**config.mk**
```make
export PLATFORM = sky130hd
export DESIGN_NAME = comms_top
export DESIGN_NICKNAME = d
export VERILOG_FILES = /design/src/hdl/comms_pkg.sv /design/src/hdl/pattern_gen.sv /design/src/hdl/link_fifo.sv /design/src/hdl/pattern_check.sv /design/src/hdl/comms_regbank.sv /design/src/hdl/comms_top.sv
export SDC_FILE = /design/constraint.sdc
export NUM_CORES = 1
export LEC_CHECK = 0
export BUFFER_PORTS_ARGS = -buffer_cell sky130_fd_sc_hd__buf_2
export CORE_MARGIN = 5
export CORE_UTILIZATION = 40
export CTS_BUF_LIST = sky130_fd_sc_hd__clkbuf_8
export DETAILED_ROUTE_END_ITERATION = 6
export SYNTH_ARGS = -nofsm -noshare
export SYNTH_HDL_FRONTEND = slang
export SYNTH_HIERARCHICAL = 1
export SYNTH_SLANG_ARGS = --single-unit
```
**constraint.sdc**
```tcl
create_clock -name lb_clk -period 6.31 [get_ports lb_clk]
set_clock_uncertainty 0.15 [all_clocks]
set_input_delay 0.631 -clock lb_clk [delete_from_list [all_inputs] [get_ports lb_clk]]
set_output_delay 0.631 -clock lb_clk [all_outputs]
set_load 0.02 [all_outputs]
```
**src/hdl/comms_pkg.sv**
```systemverilog
// Link test subsystem shared definitions
// Widths, register map, ID words and timeouts

package comms_pkg;

   // ------------------------------------------------------------
   // Widths
   // ------------------------------------------------------------
   typedef logic [23:0] lb_addr_t;
   typedef logic [31:0] lb_data_t;
   typedef logic [31:0] word_t;
   typedef logic [15:0] cnt_t;
   // One word every rate+1 cycles
   typedef logic [4:0]  rate_t;
   typedef logic [2:0]  step_t;

   localparam int FIFO_DEPTH  = 16;
   localparam int LOS_TIMEOUT = 64;

   typedef logic [$clog2(FIFO_DEPTH)-1:0] fifo_ptr_t;
   // Fill count needs one more bit to reach FIFO_DEPTH
   typedef logic [$clog2(FIFO_DEPTH):0]   fifo_cnt_t;
   typedef logic [$clog2(LOS_TIMEOUT)-1:0] idle_t;

   // ------------------------------------------------------------
   // ID words
   // ------------------------------------------------------------
   localparam lb_data_t INFO0_WORD    = "LINK";
   localparam lb_data_t INFO1_WORD    = "TEST";
   localparam lb_data_t BAD_ADDR_WORD = 32'hdeadf00d;

   // ------------------------------------------------------------
   // Register map
   // ------------------------------------------------------------
   localparam lb_addr_t RD_INFO0     = 24'd0;
   localparam lb_addr_t RD_INFO1     = 24'd1;
   localparam lb_addr_t RD_FRAME_CNT = 24'd2;
   localparam lb_addr_t RD_LOS       = 24'd3;
   localparam lb_addr_t RD_LAST_WORD = 24'd4;
   localparam lb_addr_t RD_MATCH0    = 24'd5;
   localparam lb_addr_t RD_MATCH1    = 24'd6;
   localparam lb_addr_t RD_ERR_CNT0  = 24'd7;
   localparam lb_addr_t RD_ERR_CNT1  = 24'd8;
   localparam lb_addr_t RD_OVERFLOW  = 24'd9;

   localparam lb_addr_t WR_TRANSMIT_EN = 24'd0;
   localparam lb_addr_t WR_DISABLE     = 24'd1;
   localparam lb_addr_t WR_RATE        = 24'd2;
   localparam lb_addr_t WR_TEST_MODE   = 24'd3;
   localparam lb_addr_t WR_INC_STEP    = 24'd4;
   localparam lb_addr_t WR_USR_DATA    = 24'd5;

   // Write registers read back at this offset
   localparam lb_addr_t RB_BASE = 24'h20;

endpackage

```
**src/hdl/pattern_gen.sv**
```systemverilog
// Test pattern generator
// Sends incrementing or fixed test words at a programmable rate

module pattern_gen (
   input  logic             lb_clk,
   input  logic             rst_n_i,
   input  logic             transmit_en_i,
   input  logic             disable_i,
   input  comms_pkg::rate_t rate_i,
   input  logic             test_mode_i,
   input  comms_pkg::step_t inc_step_i,
   input  comms_pkg::word_t usr_data_i,
   output logic             tx_valid_o,
   output comms_pkg::word_t tx_word_o
);

   logic             run;
   logic             fire;
   comms_pkg::rate_t rate_cnt_q;
   logic             strobe_q;
   comms_pkg::word_t acc_q;
   logic [5:0]       gap_q;

   assign run  = transmit_en_i && !disable_i;
   assign fire = run && (rate_cnt_q == '0);

   always_ff @(posedge lb_clk) begin
      if (!rst_n_i || !run) begin
         rate_cnt_q <= '0;
         strobe_q   <= 1'b0;
         acc_q      <= '0;
      end else if (fire) begin
         rate_cnt_q <= rate_i;
         strobe_q   <= 1'b1;
         acc_q      <= acc_q + comms_pkg::word_t'(inc_step_i);
      end else begin
         rate_cnt_q <= rate_cnt_q - comms_pkg::rate_t'(1);
         strobe_q   <= 1'b0;
      end
   end

   always_ff @(posedge lb_clk) begin
      if (fire) begin
         tx_word_o <= test_mode_i ? usr_data_i : acc_q;
      end
   end

   // Strobe is cut as soon as the enable drops
   assign tx_valid_o = strobe_q && run;

   // ------------------------------------------------------------
   // Strobe spacing
   // ------------------------------------------------------------
   always_ff @(posedge lb_clk) begin
      if (!rst_n_i || !run) begin
         gap_q <= '1;
      end else if (tx_valid_o) begin
         gap_q <= '0;
      end else if (gap_q != '1) begin
         gap_q <= gap_q + 6'd1;
      end
   end

   a_strobe_spacing: assert property (@(posedge lb_clk) disable iff (!rst_n_i)
      tx_valid_o |-> (gap_q >= 6'(rate_i)))
      else $error("pattern_gen: strobes closer than rate+1 cycles");

endmodule

```
**src/hdl/link_fifo.sv**
```systemverilog
// Link channel model
// Auto-draining FIFO that can flip bit 0 of one written word

module link_fifo (
   input  logic             lb_clk,
   input  logic             rst_n_i,
   input  logic             wr_i,
   input  comms_pkg::word_t wr_word_i,
   input  logic             fault_inject_i,
   output logic             rd_valid_o,
   output comms_pkg::word_t rd_word_o,
   output logic             overflow_o
);

   comms_pkg::word_t     mem [comms_pkg::FIFO_DEPTH];
   comms_pkg::fifo_ptr_t wr_ptr_q;
   comms_pkg::fifo_ptr_t rd_ptr_q;
   comms_pkg::fifo_cnt_t count_q;
   logic                 fault_q;
   logic                 do_wr;
   logic                 do_rd;

   assign do_rd = (count_q != '0);
   assign do_wr = wr_i && (count_q != comms_pkg::fifo_cnt_t'(comms_pkg::FIFO_DEPTH));

   always_ff @(posedge lb_clk) begin
      if (do_wr) begin
         mem[wr_ptr_q] <= wr_word_i ^ comms_pkg::word_t'(fault_q);
      end
      if (do_rd) begin
         rd_word_o <= mem[rd_ptr_q];
      end
   end

   always_ff @(posedge lb_clk) begin
      if (!rst_n_i) begin
         wr_ptr_q   <= '0;
         rd_ptr_q   <= '0;
         count_q    <= '0;
         rd_valid_o <= 1'b0;
         fault_q    <= 1'b0;
         overflow_o <= 1'b0;
      end else begin
         if (do_wr) wr_ptr_q <= wr_ptr_q + comms_pkg::fifo_ptr_t'(1);
         if (do_rd) rd_ptr_q <= rd_ptr_q + comms_pkg::fifo_ptr_t'(1);
         rd_valid_o <= do_rd;
         case ({do_wr, do_rd})
            2'b10:   count_q <= count_q + comms_pkg::fifo_cnt_t'(1);
            2'b01:   count_q <= count_q - comms_pkg::fifo_cnt_t'(1);
            default: count_q <= count_q;
         endcase
         // Armed until the next accepted write, which it corrupts
         if (fault_inject_i) fault_q <= 1'b1;
         else if (do_wr) fault_q <= 1'b0;
         if (wr_i && !do_wr) overflow_o <= 1'b1;
      end
   end

   // Fill count bounded and in step with the pointers
   a_count_bound: assert property (@(posedge lb_clk) disable iff (!rst_n_i)
      (count_q <= comms_pkg::fifo_cnt_t'(comms_pkg::FIFO_DEPTH)) &&
      (comms_pkg::fifo_ptr_t'(count_q) == comms_pkg::fifo_ptr_t'(wr_ptr_q - rd_ptr_q)));
   a_no_empty_read: assert property (@(posedge lb_clk) disable iff (!rst_n_i)
      do_rd |-> ((rd_ptr_q != wr_ptr_q) ||
                 (count_q == comms_pkg::fifo_cnt_t'(comms_pkg::FIFO_DEPTH))));

endmodule

```
**src/hdl/pattern_check.sv**
```systemverilog
// Receive pattern checker
// Counts frames, compares against the expected pattern, detects loss of signal

module pattern_check (
   input  logic             lb_clk,
   input  logic             rst_n_i,
   input  logic             rx_valid_i,
   input  comms_pkg::word_t rx_word_i,
   input  logic             test_mode_i,
   input  comms_pkg::step_t inc_step_i,
   input  comms_pkg::word_t usr_data_i,
   output comms_pkg::cnt_t  frame_cnt_o,
   output logic             los_o,
   output comms_pkg::word_t last_word_o,
   output logic             match0_o,
   output logic             match1_o,
   output comms_pkg::cnt_t  err_cnt0_o,
   output comms_pkg::cnt_t  err_cnt1_o
);

   comms_pkg::idle_t idle_q;
   logic             first_q;
   logic             seed;
   comms_pkg::word_t expect_word;
   logic             ok0;
   logic             ok1;

   function automatic comms_pkg::cnt_t sat_inc(comms_pkg::cnt_t v);
      return (v == '1) ? v : v + comms_pkg::cnt_t'(1);
   endfunction

   // No prediction for the first word after reset or a long gap
   assign seed        = first_q || los_o;
   assign expect_word = last_word_o + comms_pkg::word_t'(inc_step_i);
   assign ok0         = (rx_word_i == expect_word);
   assign ok1         = (rx_word_i == usr_data_i);

   always_ff @(posedge lb_clk) begin
      if (!rst_n_i) begin
         idle_q      <= '0;
         los_o       <= 1'b0;
         first_q     <= 1'b1;
         frame_cnt_o <= '0;
         last_word_o <= '0;
         match0_o    <= 1'b0;
         match1_o    <= 1'b0;
         err_cnt0_o  <= '0;
         err_cnt1_o  <= '0;
      end else if (rx_valid_i) begin
         idle_q      <= '0;
         los_o       <= 1'b0;
         first_q     <= 1'b0;
         frame_cnt_o <= frame_cnt_o + comms_pkg::cnt_t'(1);
         last_word_o <= rx_word_i;
         if (test_mode_i) begin
            match1_o <= ok1;
            if (!ok1) err_cnt1_o <= sat_inc(err_cnt1_o);
         end else if (!seed) begin
            match0_o <= ok0;
            if (!ok0) err_cnt0_o <= sat_inc(err_cnt0_o);
         end
      end else begin
         // Idle cycle
         if (idle_q != comms_pkg::idle_t'(comms_pkg::LOS_TIMEOUT - 1)) begin
            idle_q <= idle_q + comms_pkg::idle_t'(1);
         end else begin
            los_o <= 1'b1;
         end
      end
   end

endmodule

```
**src/hdl/comms_regbank.sv**
```systemverilog
// Local-bus register bank for the link test subsystem
// Generator control registers and checker status read-back

module comms_regbank (
   input  logic                lb_clk,
   input  logic                rst_n_i,
   input  logic                lb_valid_i,
   input  logic                lb_rnw_i,
   input  comms_pkg::lb_addr_t lb_addr_i,
   input  comms_pkg::lb_data_t lb_wdata_i,
   input  comms_pkg::cnt_t     frame_cnt_i,
   input  logic                los_i,
   input  comms_pkg::word_t    last_word_i,
   input  logic                match0_i,
   input  logic                match1_i,
   input  comms_pkg::cnt_t     err_cnt0_i,
   input  comms_pkg::cnt_t     err_cnt1_i,
   input  logic                overflow_i,
   output comms_pkg::lb_data_t lb_rdata_o,
   output logic                transmit_en_o,
   output logic                pgen_disable_o,
   output comms_pkg::rate_t    pgen_rate_o,
   output logic                pgen_test_mode_o,
   output comms_pkg::step_t    pgen_inc_step_o,
   output comms_pkg::word_t    pgen_usr_data_o
);

   comms_pkg::lb_addr_t rd_addr_q;
   logic                rd_pend_q;
   comms_pkg::lb_data_t rd_mux;

   // ------------------------------------------------------------
   // Read path
   // ------------------------------------------------------------
   always_ff @(posedge lb_clk) begin
      if (lb_valid_i && lb_rnw_i) begin
         rd_addr_q <= lb_addr_i;
      end
   end

   always_comb begin
      case (rd_addr_q)
         comms_pkg::RD_INFO0:     rd_mux = comms_pkg::INFO0_WORD;
         comms_pkg::RD_INFO1:     rd_mux = comms_pkg::INFO1_WORD;
         comms_pkg::RD_FRAME_CNT: rd_mux = comms_pkg::lb_data_t'(frame_cnt_i);
         comms_pkg::RD_LOS:       rd_mux = comms_pkg::lb_data_t'(los_i);
         comms_pkg::RD_LAST_WORD: rd_mux = last_word_i;
         comms_pkg::RD_MATCH0:    rd_mux = comms_pkg::lb_data_t'(match0_i);
         comms_pkg::RD_MATCH1:    rd_mux = comms_pkg::lb_data_t'(match1_i);
         comms_pkg::RD_ERR_CNT0:  rd_mux = comms_pkg::lb_data_t'(err_cnt0_i);
         comms_pkg::RD_ERR_CNT1:  rd_mux = comms_pkg::lb_data_t'(err_cnt1_i);
         comms_pkg::RD_OVERFLOW:  rd_mux = comms_pkg::lb_data_t'(overflow_i);
         // Write register read-back
         comms_pkg::RB_BASE + comms_pkg::WR_TRANSMIT_EN:
            rd_mux = comms_pkg::lb_data_t'(transmit_en_o);
         comms_pkg::RB_BASE + comms_pkg::WR_DISABLE:
            rd_mux = comms_pkg::lb_data_t'(pgen_disable_o);
         comms_pkg::RB_BASE + comms_pkg::WR_RATE:
            rd_mux = comms_pkg::lb_data_t'(pgen_rate_o);
         comms_pkg::RB_BASE + comms_pkg::WR_TEST_MODE:
            rd_mux = comms_pkg::lb_data_t'(pgen_test_mode_o);
         comms_pkg::RB_BASE + comms_pkg::WR_INC_STEP:
            rd_mux = comms_pkg::lb_data_t'(pgen_inc_step_o);
         comms_pkg::RB_BASE + comms_pkg::WR_USR_DATA:
            rd_mux = pgen_usr_data_o;
         default:                 rd_mux = comms_pkg::BAD_ADDR_WORD;
      endcase
   end

   // Data lands two cycles after the read strobe and holds until the next read
   always_ff @(posedge lb_clk) begin
      if (!rst_n_i) begin
         rd_pend_q  <= 1'b0;
         lb_rdata_o <= '0;
      end else begin
         rd_pend_q <= lb_valid_i && lb_rnw_i;
         if (rd_pend_q) lb_rdata_o <= rd_mux;
      end
   end

   // ------------------------------------------------------------
   // Write path
   // ------------------------------------------------------------
   always_ff @(posedge lb_clk) begin
      if (!rst_n_i) begin
         transmit_en_o    <= 1'b0;
         pgen_disable_o   <= 1'b0;
         pgen_rate_o      <= '0;
         pgen_test_mode_o <= 1'b0;
         pgen_inc_step_o  <= '0;
         pgen_usr_data_o  <= '0;
      end else if (lb_valid_i && !lb_rnw_i) begin
         case (lb_addr_i)
            comms_pkg::WR_TRANSMIT_EN: transmit_en_o    <= lb_wdata_i[0];
            comms_pkg::WR_DISABLE:     pgen_disable_o   <= lb_wdata_i[0];
            comms_pkg::WR_RATE:        pgen_rate_o      <= comms_pkg::rate_t'(lb_wdata_i);
            comms_pkg::WR_TEST_MODE:   pgen_test_mode_o <= lb_wdata_i[0];
            comms_pkg::WR_INC_STEP:    pgen_inc_step_o  <= comms_pkg::step_t'(lb_wdata_i);
            comms_pkg::WR_USR_DATA:    pgen_usr_data_o  <= lb_wdata_i;
            default:                   ;
         endcase
      end
   end

   a_rnw_known: assert property (@(posedge lb_clk) disable iff (!rst_n_i)
      lb_valid_i |-> !$isunknown(lb_rnw_i));

endmodule

```
**src/hdl/comms_top.sv**
```systemverilog
// Link test subsystem top level
// Register bank, pattern generator, channel FIFO and checker

module comms_top (
   input  logic                lb_clk,
   input  logic                rst_n_i,
   input  logic                lb_valid_i,
   input  logic                lb_rnw_i,
   input  comms_pkg::lb_addr_t lb_addr_i,
   input  comms_pkg::lb_data_t lb_wdata_i,
   output comms_pkg::lb_data_t lb_rdata_o,
   input  logic                fault_inject_i
);

   logic             tx_transmit_en;
   logic             pgen_disable;
   comms_pkg::rate_t pgen_rate;
   logic             pgen_test_mode;
   comms_pkg::step_t pgen_inc_step;
   comms_pkg::word_t pgen_usr_data;
   logic             tx_valid;
   comms_pkg::word_t tx_word;
   logic             rx_valid;
   comms_pkg::word_t rx_word;
   logic             overflow;
   comms_pkg::cnt_t  frame_cnt;
   logic             los;
   comms_pkg::word_t last_word;
   logic             match0;
   logic             match1;
   comms_pkg::cnt_t  err_cnt0;
   comms_pkg::cnt_t  err_cnt1;

   comms_regbank comms_regbank_inst (
      .lb_clk           (lb_clk),
      .rst_n_i          (rst_n_i),
      .lb_valid_i       (lb_valid_i),
      .lb_rnw_i         (lb_rnw_i),
      .lb_addr_i        (lb_addr_i),
      .lb_wdata_i       (lb_wdata_i),
      .frame_cnt_i      (frame_cnt),
      .los_i            (los),
      .last_word_i      (last_word),
      .match0_i         (match0),
      .match1_i         (match1),
      .err_cnt0_i       (err_cnt0),
      .err_cnt1_i       (err_cnt1),
      .overflow_i       (overflow),
      .lb_rdata_o       (lb_rdata_o),
      .transmit_en_o    (tx_transmit_en),
      .pgen_disable_o   (pgen_disable),
      .pgen_rate_o      (pgen_rate),
      .pgen_test_mode_o (pgen_test_mode),
      .pgen_inc_step_o  (pgen_inc_step),
      .pgen_usr_data_o  (pgen_usr_data)
   );

   pattern_gen pattern_gen_inst (
      .lb_clk        (lb_clk),
      .rst_n_i       (rst_n_i),
      .transmit_en_i (tx_transmit_en),
      .disable_i     (pgen_disable),
      .rate_i        (pgen_rate),
      .test_mode_i   (pgen_test_mode),
      .inc_step_i    (pgen_inc_step),
      .usr_data_i    (pgen_usr_data),
      .tx_valid_o    (tx_valid),
      .tx_word_o     (tx_word)
   );

   link_fifo link_fifo_inst (
      .lb_clk         (lb_clk),
      .rst_n_i        (rst_n_i),
      .wr_i           (tx_valid),
      .wr_word_i      (tx_word),
      .fault_inject_i (fault_inject_i),
      .rd_valid_o     (rx_valid),
      .rd_word_o      (rx_word),
      .overflow_o     (overflow)
   );

   pattern_check pattern_check_inst (
      .lb_clk      (lb_clk),
      .rst_n_i     (rst_n_i),
      .rx_valid_i  (rx_valid),
      .rx_word_i   (rx_word),
      .test_mode_i (pgen_test_mode),
      .inc_step_i  (pgen_inc_step),
      .usr_data_i  (pgen_usr_data),
      .frame_cnt_o (frame_cnt),
      .los_o       (los),
      .last_word_o (last_word),
      .match0_o    (match0),
      .match1_o    (match1),
      .err_cnt0_o  (err_cnt0),
      .err_cnt1_o  (err_cnt1)
   );

endmodule

```
==> impl_metrics.toml <==
[synth]
synth.area.top_cells = "edfxtp_1 (53%), dfxtp_1 (13%), mux4_2 (8.5%)"
synth_top_area_share_pct = 52.9
synth.cell_area_sq_um = 34100
synth_async_sr_flop_share_pct = 0
synth-edff-count = 600
ys_seq_elements = 820
synth-main-ff-cell = "edfxtp_1"
synth_top_cell_by_area = "edfxtp_1"
ys_seq_area_share_pct = 65.8
yosysWarnings = 6
synth_cells = 2288
syn-num-nets = 2368
synth_cell_type_count = 91
postSynthAreaPerCell_sq_um = 14.9

[sta]
fin_crit_ns = 4.30
finalHoldViolCount = 0
setup_viol = 0
max_freq_mhz = 232
hold-worst-slack_ns = 0.112
finalSetupTns_ns = 0
finalCritPeriodShare_pct = 68.2
max_slew_margin_pct = 14.1
tightest_slew_ns = 1.29
layout_setup_ws_ns = 2.01
slew_violations = 0
rsz0062_at_grt = "false"

[critical_path]
max_stage_delay_ns = 1.00
cp_max_fo = 30
crit_required_ns = 6.79
arrival_ns = 4.78
critPathKind = "reg -> reg"
crit_chain = "ha_1 -> fa_1 -> a21oi_1 -> nor4_4 -> nand4_2 -> or3_1 -> a211oi_2 -> o22ai_2 -> o31ai_4 -> or4b_2 -> o21ai_1"
setup.worst_path.start_class = "flop"
crit_slowest_cell = "o31ai_4"
crit_path_end_kind = "flop"

[routing]
vias = 21000
drt_iter0_markers = 1973
drcViolationCount = 0
wire_per_inst_um = 25.3
vias_per_cell = 5.61
wirelength_mm = 95.1
first_pass_iters = 6
ant_nets = 0

[global_routing]
use_met3_pct = 4.06
grt_pass1_vias = 20900
grt_pass1_wl_mm = 139
track_usage_pct = 20.6
gr-max-usage-layer = "met2"
grt_start_max_net_pins = 80
antenna_found_initial = 6
met1_usage_pct = 28.0
use_met2_pct = 33.4
grt-ovfl-total = 0

[clock_network]
cts_sinks = 820
cts-root-buf = "clkbuf_8"
clk_pin_slew_ns = 0.06
clk_path_buf_depth = 3
clk_latency_ns = 0.79
cts_tree = "yes"
cts_made_buffers = 139
htreeDepth = 4
ctsResizeCount = 0

[die]
die_area_sq_um = 91100
die-width_um = 302
core_sq_um = 84900
start_util_pct = 40.1
top_level_ports = 93
dieHeight_um = 302
row_count = 107

[hold_path]
hold_class = "in -> reg"

[finish]
final_nets = 2579
syn2layout_area_growth_pct = 14.9
drive_gt1_share_pct = 20.9
fin_area_sq_um = 39200

[flow_run]
cap_violations = 0

[power]
p_per_area_nw_per_um2 = 328
p_leak_nw = 14.2
p_total_mw = 12.8
ir_worst_vdd_mv = 0.224

[placement]
hpwlAfterDp_mm = 62.1
numPortBuffers = 92
place_area_sq_um = 35800
pre_cts_ws_ns = 2.08
place_congestion = 0.886

[outcome]
status = "finished clean"
-- timing repair --
action	CTS	global route
endpoints found under the hold margin	66	0
setup endpoints to repair	0	0
hold buffers	62	0
buffers inserted	0	0
-- path summary, 6_finish.rpt --
check,start,endpoint,cells after the start,slack (ns)
worst max-delay path,comms_regbank_inst/pgen_inc_step_o[0],pattern_check_inst/err_cnt0_o[5],11,2.01
worst min-delay path,lb_wdata_i[9],comms_regbank_inst/pgen_usr_data_o[9],3,0.11
worst max register to register,comms_regbank_inst/pgen_inc_step_o[0],pattern_check_inst/err_cnt0_o[5],11,2.01
worst min register to register,comms_regbank_inst/lb_rdata_o[24],comms_regbank_inst/lb_rdata_o[24],2,0.31
-- cell usage in the layout (no fill, tap or decap), drive strengths merged, types with 43 or more instances in the layout --
cell / count
edfxtp: 600
dfxtp: 220
clkbuf: 152
nor2: 148
nand2: 134
buf: 129
mux4: 128
a22oi: 95
mux2i: 90
xnor2: 77
o21ai: 75
inv: 70
dlygate4sd3: 62
nor2b: 61
a21oi: 56
xor2: 51
nand3: 51
nand4: 46
clkinv: 43
-- state kept, by name, summed over array words and instances (netlist names), 4 cells and up --
signal,cells
link_fifo_inst/rd_word_o,32
pattern_check_inst/err_cnt1_o,16
pattern_gen_inst/tx_word_o,32
comms_regbank_inst/pgen_rate_o,5
link_fifo_inst/count_q,5
pattern_check_inst/idle_q,6
pattern_check_inst/err_cnt0_o,16
pattern_gen_inst/acc_q,32
link_fifo_inst/wr_ptr_q,4
comms_regbank_inst/lb_rdata_o,32
pattern_check_inst/last_word_o,32
pattern_check_inst/frame_cnt_o,16
pattern_gen_inst/rate_cnt_q,5
comms_regbank_inst/rd_addr_q,24
link_fifo_inst/rd_ptr_q,4
link_fifo_inst/mem,512
comms_regbank_inst/pgen_usr_data_o,32
-- report_power, final --
group / switching [mW] / total [mW] / internal (mW)
sequential: 0.502 / 6.49 / 5.99
combinational: 0.917 / 1.70 / 0.782
clock: 2.19 / 4.64 / 2.45
total: 3.60 / 12.8 / 9.22
-- synthesized netlist by cell type, types with 20 or more instances --
library cell	count
a21oi_1	52
a22oi_1	95
buf_2	27
clkbuf_1	63
dfxtp_1	220
edfxtp_1	600
inv_1	25
mux2_2	35
mux2i_1	90
mux4_2	128
nand2_1	134
nand3_1	50
nand4_1	42
nor2_1	147
nor2b_1	61
nor3_1	29
nor4_1	20
o21ai_0	60
or3_1	25
xnor2_1	77
xor2_1	51
-- worst max-delay path, delay by kind of cell (launching register included) --
kind	cells	cell delay, ns
adders and majority gates	2	0.49
DFF	1	0.41
and+or+nand+nor	4	1.47
AOI/OAI and AO/OA	5	1.59
-- cell families after synthesis --
family	share of synthesized area, %
AO/OA/AOI/OAI	6.18
flip-flops	65.8
multiplexers	12.3
adder cells (fa/ha/maj)	0.742
buffers and inverters	2.01
XOR/XNOR	3.29
AND/OR/NAND/NOR	9.68
-- stage by stage --
stage | util [%] | cells
after CTS | 46.1 | 3749
after detailed placement | 42.2 | 3440
after global placement | 42.2 | 3440
final | 46.1 | 3751
after floorplan | - | 2288
after global routing | 46.1 | 3750
-- final cells by class --
| cell class | instances | area (sq um) |
|---|---|---|
| Antenna cell | 2 | 5.00 |
| Clock buffer | 152 | 2090 |
| Clock inverter | 95 | 619 |
| Fill cell | 7403 | 45700 |
| Inverter | 26 | 97.6 |
| Multi-Input combinational cell | 1321 | 11100 |
| Sequential cell | 820 | 22400 |
| Tap cell | 1144 | 1430 |
| Timing Repair Buffer | 191 | 1370 |
-- routing by layer --
metal  share of wire (%)  up-vias
met5                   0        -
met4                 3.2        0
met3                 6.3      158
met2                  48      785
met1                  43    10800
li1                    -     9310
No activity file was read; power rests on OpenSTA's default activity.
